$ cat src/verilog/dcachePkg.sv
// Data cache package with geometry, address layout, frame and port types
package dcachePkg;

	// Geometry
	localparam int WORD_W     = 32;
	localparam int SETS       = 8;
	localparam int IDX_W      = 3;
	localparam int TAG_W      = 26;
	localparam int WAYS       = 2;
	localparam int WORD_BYTES = 4;
	localparam int FRAMES     = WAYS * SETS;
	localparam int FRAME_W    = 4;

	typedef logic [WORD_W-1:0] word_t;

	// Request word seen either as raw address or as its fields
	typedef union packed {
		word_t raw;
		struct packed {
			logic [TAG_W-1:0] tag;
			logic [IDX_W-1:0] idx;
			logic             blkoff;
			logic [1:0]       bytoff;
		} f;
	} dcacheAddrU;

	typedef struct packed {
		word_t wordA;
		word_t wordB;
	} cacheBlock;

	typedef struct packed {
		logic [TAG_W-1:0] tag;
		logic [IDX_W-1:0] idx;
		cacheBlock        data;
		logic             valid;
		logic             dirty;
	} cacheFrame;

	// Datapath side
	typedef struct packed {
		logic       ren;
		logic       wen;
		dcacheAddrU addr;
		word_t      storeData;
		logic       halt;
	} cpuReq;

	typedef struct packed {
		logic  hit;
		word_t loadData;
		logic  flushed;
	} cpuResp;

	// Memory side
	typedef struct packed {
		logic  ren;
		logic  wen;
		word_t addr;
		word_t storeData;
	} memReq;

	typedef struct packed {
		logic  dwait;
		word_t dload;
	} memResp;

	// Orders from the FSM to the frame storage
	typedef struct packed {
		logic fill;
		logic fillWord;
		logic write;
		logic clean;
		logic touch;
	} storeCmd;

	typedef struct packed {
		logic  hit;
		logic  hitWay;
		word_t loadWord;
	} lookupRes;

	typedef enum logic [3:0] {
		IDLE      = 4'h0,
		READHIT   = 4'h1,
		OVERWRITE = 4'h2,
		WRITEHIT  = 4'h3,
		CLEANA    = 4'h4,
		CLEANB    = 4'h5,
		FILLA     = 4'h6,
		FILLB     = 4'h7,
		FLUSH     = 4'h8,
		STOP      = 4'h9
	} ctrlState;

endpackage

$ cat src/verilog/cacheStorage.sv
// Frame storage for both ways with tag compare, load word select and frame updates
`timescale 1ns/1ps

module cacheStorage
	import dcachePkg::*;
(
	input  logic                CLK,
	input  logic                nRST,
	input  dcacheAddrU          addr,
	input  word_t               storeData,
	input  word_t               fillData,
	input  storeCmd             cmd,
	input  logic                targetWay,
	input  logic [IDX_W-1:0]    targetIdx,
	output lookupRes            lookup,
	output logic [FRAMES-1:0]   validMap,
	output logic [FRAMES-1:0]   dirtyMap,
	output cacheFrame           victimFrame
);

	// Tags and blocks of both ways
	logic [TAG_W-1:0] tagMem [WAYS][SETS];
	cacheBlock        dataMem [WAYS][SETS];
	logic [FRAMES-1:0] validBits;
	logic [FRAMES-1:0] dirtyBits;

	logic [WAYS-1:0]   wayHit;
	logic [IDX_W-1:0]  reqIdx;
	logic [FRAME_W-1:0] targetFrame;
	cacheBlock         hitBlock;

	assign reqIdx      = addr.f.idx;
	assign targetFrame = {targetWay, targetIdx};

	// Tag compare against both ways of the requested set
	always_comb begin
		for (int w = 0; w < WAYS; w++) begin
			wayHit[w] = validBits[w * SETS + int'(reqIdx)] &&
				(tagMem[w][reqIdx] == addr.f.tag);
		end
	end

	assign hitBlock = dataMem[wayHit[1]][reqIdx];

	always_comb begin
		lookup.hit    = |wayHit;
		lookup.hitWay = wayHit[1];
		if (addr.f.blkoff) begin
			lookup.loadWord = hitBlock.wordB;
		end else begin
			lookup.loadWord = hitBlock.wordA;
		end
	end

	// Frame picked by victim selection, used for write-back
	always_comb begin
		victimFrame.tag   = tagMem[targetWay][targetIdx];
		victimFrame.idx   = targetIdx;
		victimFrame.data  = dataMem[targetWay][targetIdx];
		victimFrame.valid = validBits[targetFrame];
		victimFrame.dirty = dirtyBits[targetFrame];
	end

	assign validMap = validBits;
	assign dirtyMap = dirtyBits;

	// Payload updates
	always_ff @(posedge CLK) begin
		if (cmd.fill) begin
			if (!cmd.fillWord) begin
				dataMem[targetWay][targetIdx].wordA <= fillData;
			end else begin
				dataMem[targetWay][targetIdx].wordB <= fillData;
				// Tag lands with the second word
				tagMem[targetWay][targetIdx] <= addr.f.tag;
			end
		end
		if (cmd.write) begin
			if (addr.f.blkoff) begin
				dataMem[targetWay][targetIdx].wordB <= storeData;
			end else begin
				dataMem[targetWay][targetIdx].wordA <= storeData;
			end
		end
	end

	// Valid and dirty flags
	always_ff @(posedge CLK, negedge nRST) begin
		if (!nRST) begin
			validBits <= '0;
			dirtyBits <= '0;
		end else begin
			if (cmd.fill && cmd.fillWord) begin
				validBits[targetFrame] <= 1'b1;
				dirtyBits[targetFrame] <= 1'b0;
			end
			if (cmd.write) begin
				dirtyBits[targetFrame] <= 1'b1;
			end
			if (cmd.clean) begin
				// Second word of a write-back is in memory
				dirtyBits[targetFrame] <= 1'b0;
			end
		end
	end

	// One block never lives in both ways
	assert property (@(posedge CLK) disable iff (!nRST) !(wayHit[0] && wayHit[1]))
		else $error("request hits in both ways of set %0d", reqIdx);

endmodule

$ cat src/verilog/dcache.sv
// Two-way write-back data cache top connecting storage, victim choice and FSM
`timescale 1ns/1ps

module dcache
	import dcachePkg::*;
(
	input  logic   CLK,
	input  logic   nRST,
	input  cpuReq  req,
	output cpuResp resp,
	output memReq  mem,
	input  memResp memIn
);

	storeCmd           cmd;
	logic              touch;
	lookupRes          lookup;
	logic [FRAMES-1:0] validMap;
	logic [FRAMES-1:0] dirtyMap;
	cacheFrame         victimFrame;
	logic              targetWay;
	logic [IDX_W-1:0]  targetIdx;
	logic              anyDirty;

	cacheStorage storage_i (
		.CLK         (CLK),
		.nRST        (nRST),
		.addr        (req.addr),
		.storeData   (req.storeData),
		.fillData    (memIn.dload),
		.cmd         (cmd),
		.targetWay   (targetWay),
		.targetIdx   (targetIdx),
		.lookup      (lookup),
		.validMap    (validMap),
		.dirtyMap    (dirtyMap),
		.victimFrame (victimFrame)
	);

	victimSelect victim_i (
		.CLK       (CLK),
		.nRST      (nRST),
		.addr      (req.addr),
		.halt      (req.halt),
		.lookup    (lookup),
		.touch     (touch),
		.validMap  (validMap),
		.dirtyMap  (dirtyMap),
		.targetWay (targetWay),
		.targetIdx (targetIdx),
		.anyDirty  (anyDirty)
	);

	dcacheControl control_i (
		.CLK         (CLK),
		.nRST        (nRST),
		.req         (req),
		.memIn       (memIn),
		.lookup      (lookup),
		.victimFrame (victimFrame),
		.anyDirty    (anyDirty),
		.cmd         (cmd),
		.touch       (touch),
		.resp        (resp),
		.mem         (mem)
	);

endmodule

$ cat src/verilog/dcacheControl.sv
// Cache controller FSM sequencing hits, write-backs, fills and flush
`timescale 1ns/1ps

module dcacheControl
	import dcachePkg::*;
(
	input  logic      CLK,
	input  logic      nRST,
	input  cpuReq     req,
	input  memResp    memIn,
	input  lookupRes  lookup,
	input  cacheFrame victimFrame,
	input  logic      anyDirty,
	output storeCmd   cmd,
	output logic      touch,
	output cpuResp    resp,
	output memReq     mem
);

	ctrlState   state;
	ctrlState   nextState;
	dcacheAddrU wbAddr;
	dcacheAddrU fillAddr;
	logic       memDone;

	assign memDone = !memIn.dwait;

	// Write-back goes to the victim's own block
	always_comb begin
		wbAddr.f.tag    = victimFrame.tag;
		wbAddr.f.idx    = victimFrame.idx;
		wbAddr.f.blkoff = 1'b0;
		wbAddr.f.bytoff = 2'b00;
	end

	// Fill starts at the block-aligned request address
	always_comb begin
		fillAddr        = req.addr;
		fillAddr.f.blkoff = 1'b0;
		fillAddr.f.bytoff = 2'b00;
	end

	always_ff @(posedge CLK, negedge nRST) begin
		if (!nRST) begin
			state <= IDLE;
		end else begin
			state <= nextState;
		end
	end

	always_comb begin
		nextState = state;
		case (state)
			IDLE: begin
				if (req.halt) begin
					nextState = FLUSH;
				end else if (req.ren && lookup.hit) begin
					nextState = READHIT;
				end else if (req.wen && lookup.hit) begin
					nextState = OVERWRITE;
				end else if (req.ren || req.wen) begin
					// On a miss the dirty victim goes out first
					if (victimFrame.valid && victimFrame.dirty) begin
						nextState = CLEANA;
					end else begin
						nextState = FILLA;
					end
				end
			end
			READHIT:   nextState = IDLE;
			OVERWRITE: nextState = WRITEHIT;
			WRITEHIT:  nextState = IDLE;
			CLEANA: begin
				if (memDone) begin
					nextState = CLEANB;
				end
			end
			CLEANB: begin
				if (memDone) begin
					nextState = req.halt ? FLUSH : FILLA;
				end
			end
			FILLA: begin
				if (memDone) begin
					nextState = FILLB;
				end
			end
			FILLB: begin
				if (memDone) begin
					nextState = req.wen ? OVERWRITE : IDLE;
				end
			end
			FLUSH:   nextState = anyDirty ? CLEANA : STOP;
			STOP:    nextState = STOP;
			default: nextState = IDLE;
		endcase
	end

	// Fill and clean orders land only when the memory word transfers
	always_comb begin
		cmd.fill     = ((state == FILLA) || (state == FILLB)) && memDone;
		cmd.fillWord = (state == FILLB);
		cmd.write    = (state == OVERWRITE);
		cmd.clean    = (state == CLEANB) && memDone;
		cmd.touch    = (state == READHIT) || (state == WRITEHIT);
	end

	assign touch = cmd.touch;

	always_comb begin
		resp.hit      = (state == READHIT) || (state == WRITEHIT);
		resp.loadData = (state == READHIT) ? lookup.loadWord : '0;
		resp.flushed  = (state == STOP);
	end

	always_comb begin
		mem = '0;
		case (state)
			CLEANA: begin
				mem.wen       = 1'b1;
				mem.addr      = wbAddr.raw;
				mem.storeData = victimFrame.data.wordA;
			end
			CLEANB: begin
				mem.wen       = 1'b1;
				mem.addr      = wbAddr.raw + WORD_BYTES;
				mem.storeData = victimFrame.data.wordB;
			end
			FILLA: begin
				mem.ren  = 1'b1;
				mem.addr = fillAddr.raw;
			end
			FILLB: begin
				mem.ren  = 1'b1;
				mem.addr = fillAddr.raw + WORD_BYTES;
			end
			default: begin
			end
		endcase
	end

	assert property (@(posedge CLK) disable iff (!nRST) !(mem.ren && mem.wen))
		else $error("memory read and write requested together");

	// Once flushed, the cache stays stopped until reset
	assert property (@(posedge CLK) disable iff (!nRST) resp.flushed |=> resp.flushed)
		else $error("flushed dropped before reset");

endmodule

$ cat src/verilog/victimSelect.sv
// LRU tracking and target frame choice for fills, write-backs and flush
`timescale 1ns/1ps

module victimSelect
	import dcachePkg::*;
(
	input  logic              CLK,
	input  logic              nRST,
	input  dcacheAddrU        addr,
	input  logic              halt,
	input  lookupRes          lookup,
	input  logic              touch,
	input  logic [FRAMES-1:0] validMap,
	input  logic [FRAMES-1:0] dirtyMap,
	output logic              targetWay,
	output logic [IDX_W-1:0]  targetIdx,
	output logic              anyDirty
);

	// Way most recently used, one bit per set
	logic [SETS-1:0]    mru;
	logic [FRAME_W-1:0] flushFrame;
	logic [IDX_W-1:0]   reqIdx;

	assign reqIdx   = addr.f.idx;
	assign anyDirty = |dirtyMap;

	always_ff @(posedge CLK, negedge nRST) begin
		if (!nRST) begin
			mru <= '0;
		end else if (touch) begin
			mru[reqIdx] <= lookup.hitWay;
		end
	end

	// Lowest dirty frame wins, which is way 0 sets 0..7 then way 1
	always_comb begin
		flushFrame = '0;
		for (int i = FRAMES - 1; i >= 0; i--) begin
			if (dirtyMap[i]) begin
				flushFrame = FRAME_W'(i);
			end
		end
	end

	always_comb begin
		if (halt) begin
			targetWay = flushFrame[FRAME_W-1];
			targetIdx = flushFrame[IDX_W-1:0];
		end else begin
			targetIdx = reqIdx;
			if (lookup.hit) begin
				targetWay = lookup.hitWay;
			end else if (!validMap[int'(reqIdx)]) begin
				targetWay = 1'b0;
			end else if (!validMap[SETS + int'(reqIdx)]) begin
				targetWay = 1'b1;
			end else begin
				targetWay = ~mru[reqIdx];
			end
		end
	end

	// Flush always works on a valid frame that really holds dirty data
	assert property (@(posedge CLK) disable iff (!nRST)
		(halt && anyDirty) |-> (validMap[{targetWay, targetIdx}] &&
			dirtyMap[{targetWay, targetIdx}]))
		else $error("flush target way %0d set %0d is not valid and dirty",
			targetWay, targetIdx);

endmodule
$ cat config.mk
export PLATFORM = sky130hd
export DESIGN_NAME = dcache
export DESIGN_NICKNAME = d
export VERILOG_FILES = /design/src/verilog/dcachePkg.sv /design/src/verilog/cacheStorage.sv /design/src/verilog/dcache.sv /design/src/verilog/dcacheControl.sv /design/src/verilog/victimSelect.sv
export SDC_FILE = /design/constraint.sdc
export NUM_CORES = 2
export LEC_CHECK = 0
export BUFFER_PORTS_ARGS = -buffer_cell sky130_fd_sc_hd__buf_2
export CELL_PAD_IN_SITES_DETAIL_PLACEMENT = 1
export CELL_PAD_IN_SITES_GLOBAL_PLACEMENT = 2
export CORE_UTILIZATION = 53
export DETAILED_ROUTE_END_ITERATION = 16
export PLACE_DENSITY_LB_ADDON = 0.1
export SETUP_SLACK_MARGIN = 0.15
export SLEW_MARGIN = 20
export SYNTH_ARGS = -nofsm -noshare
export SYNTH_HDL_FRONTEND = slang
export SYNTH_HIERARCHICAL = 1
export SYNTH_SLANG_ARGS = --single-unit
$ cat constraint.sdc
create_clock -name CLK -period 8.61 [get_ports CLK]
set_clock_uncertainty 0.2 [all_clocks]
set_input_delay 0.861 -clock CLK [delete_from_list [all_inputs] [get_ports CLK]]
set_output_delay 0.861 -clock CLK [all_outputs]
set_load 0.005 [all_outputs]
==> results.toml <==
[clocking]
clock_latency_ns = 0.80
clk_pin_slew_ns = 0.06
cts_buffers = 164
clock-root-buffer = "clkbuf_16"
htree_levels = 4
cts_tree = "built"
clockBufferDepth = 3
cts_sinks = 1484
cts_resized = 0

[drt]
vias_per_cell = 7.23
ant_nets = 0
routedWlPerCell_um = 39.9
drt_pre_antenna_iters = 5
drt_iter0_markers = 5279
vias = 44900
drc_errors = 0
drt-total-wl_mm = 248

[yosys]
ys_warn_count = 6
syn-cell-area_mm2 = 0.0759
syn_inst = 4038
synth_area_per_cell_um2 = 18.8

[setup_path]
reg2regPathDepth = 15
required_ns = 7.55
cp_max_fo = 40
arrival_ns = 6.38
critPathCaptureType = "primary output"
crit_type = "input pin to primary output"
startpoint_type = "input pin"

[run]
maxCapViolCount = 0

[pwr]
total_power_mw = 17.3
leakage_nw = 27.2
vdd_drop_max_mv = 0.186
powerDensity_mw_per_mm2 = 204

[timing]
holdWs_ns = 0.213
rsz0062_at_grt = "no"
worst_pin_slew_ns = 1.23
finalHoldViolCount = 0
timing.setup.tns_ns = 0
max_freq_mhz = 134
fin_crit_sh_pct = 86.4
drv_slew = 0
relSlewSlack_pct = 17.9
setup_slack_ns = 1.17
setup_violations = 0
layout_min_cycle_time_ns = 7.44

[global_routing]
track_usage_pct = 34.4
grt_overflow = 0
antenna_found_initial = 18
grt_max_degree = 89
grt_pass1_wl_mm = 350
grt_pass1_vias = 46600

[status]
status = "finished, final reports clean"

[floorplan]
die_y_um = 381
die_area_mm2 = 0.145
rows = 138
initial_core_util_pct = 53.5
core-area_mm2 = 0.142
ios = 202
die_w_um = 381

[placed_design]
place_ws_ns = 1.23
post-dp-hpwl_mm = 140
globalplace.congestion = 0.802
port_buffers = 197

[layout]
fin_nets = 4286
area_growth_pct = 12.1
fillers = 12100
layout-drive-gt1-share_pct = 47.3

[worst_hold_path]
min_path_cells = 3
hold_path.class = "input pin to register"
==> power breakdown <==
part | internal [mW] | switching [mW] | total (mW)
clock network | 4.14 | 2.91 | 7.04
logic | 0.942 | 1.31 | 2.25
registers | 8.00 | 0.0478 | 8.05
==> final cells by class <==
class	count	area [µm²]	area share [%]
sequential	1484	44300	52.1
multi-input combinational	2159	30400	35.7
clock buffer	198	4400	5.17
timing repair buffer	360	2610	3.07
tap	1890	2360	2.78
clock inverter	103	943	1.11
inverter	15	58.8	0.0691
antenna	4	10.0	0.0118
==> through the flow <==
| stage | util (%) | cells | cell area (µm²) |
|---|---|---|---|
| floorplan | - | 4039 | 75900 |
| finish | 60.0 | 6213 | 85100 |
| global placement | 56.1 | 5902 | 79700 |
| CTS | 60.0 | 6208 | 85100 |
| detailed placement | 56.2 | 5906 | 79700 |
| global route | 60.0 | 6212 | 85100 |
==> metal layers <==
| layer | vias up | GRT usage (%) | share of wire [%] |
|---|---|---|---|
| met3 | 517 | 6.90 | 10 |
| met4 | 12 | 11.9 | 3.8 |
| met1 | 24400 | 48.8 | 39 |
| met2 | 2608 | 53.7 | 47 |
| met5 | - | 0 | 0.028 |
| li1 | 17300 | - | - |
==> repair_timing <==
item	4_1_cts	5_1_grt
endpoints found under the hold margin	42	0
hold buffers	1	0
setup buffers	0	0
==> worst paths after layout <==
path / start / to / slack [ns]
worst max-delay path: req[36] / mem[62] / 1.17
worst min-delay path: memIn[32] / control_i/state[2]$_DFFE_PN0P_ / 0.21
worst max register to register: storage_i/tagMem[1][147]$_DFFE_PP_ / storage_i/tagMem[0][173]$_DFFE_PP_ / 2.38
worst min register to register: victim_i/mru[1]$_DFFE_PN0P_ / victim_i/mru[1]$_DFFE_PN0P_ / 0.29
max in group asynchronous: nRST / control_i/state[1]$_DFFE_PN0P_ / 7.23
min in group asynchronous: nRST / control_i/state[3]$_DFFE_PN0P_ / 0.51
==> sequential cells by signal, summed over array words and instances, names as in the netlist <==
| signal | cells |
|---|---|
| control_i/state | 4 |
| storage_i/dataMem | 1024 |
| storage_i/dirtyMap | 16 |
| storage_i/tagMem | 416 |
| victim_i/mru | 8 |
| storage_i/validMap | 16 |
==> worst max-delay path, cell delays in order <==
cell and delay (ns):
buf_8 0.37, buf_4 0.37, mux4_2 0.55, mux2i_1 0.21, xor2_1 0.13, nand4_1 0.19, nor2_1 0.11, and4_1 0.19
buf_4 0.18, a41o_1 0.36, a211o_1 0.34, o21ai_4 0.92, buf_4 0.52, mux4_2 0.27, mux2i_1 0.08, nor2_1 0.44
buf_2 0.21
==> cells in the final DEF (no fill, tap or decap), types with 4 or more instances in the layout <==
cell	count
mux2_2	513
a21oi_1	67
clkbuf_16	171
inv_1	11
nor3_1	11
nand2b_1	4
diode_2	4
dfrtp_1	43
nand3b_1	5
xor2_1	31
or2_2	16
a32oi_1	9
mux4_2	828
clkbuf_1	25
edfxtp_1	1440
a22o_1	32
nand3_1	11
nand4_1	10
clkinv_1	37
nand2_1	115
nor2b_1	8
and2_1	35
o21ai_0	87
a22oi_1	7
mux2_1	8
clkinv_4	4
clkinvlp_4	9
mux2i_1	176
buf_2	194
buf_12	26
bufinv_16	17
nor2_1	47
nor2_4	58
xnor2_1	22
buf_4	133
clkinv_2	33
nor4_1	5
(Power assumes the default switching activity.)
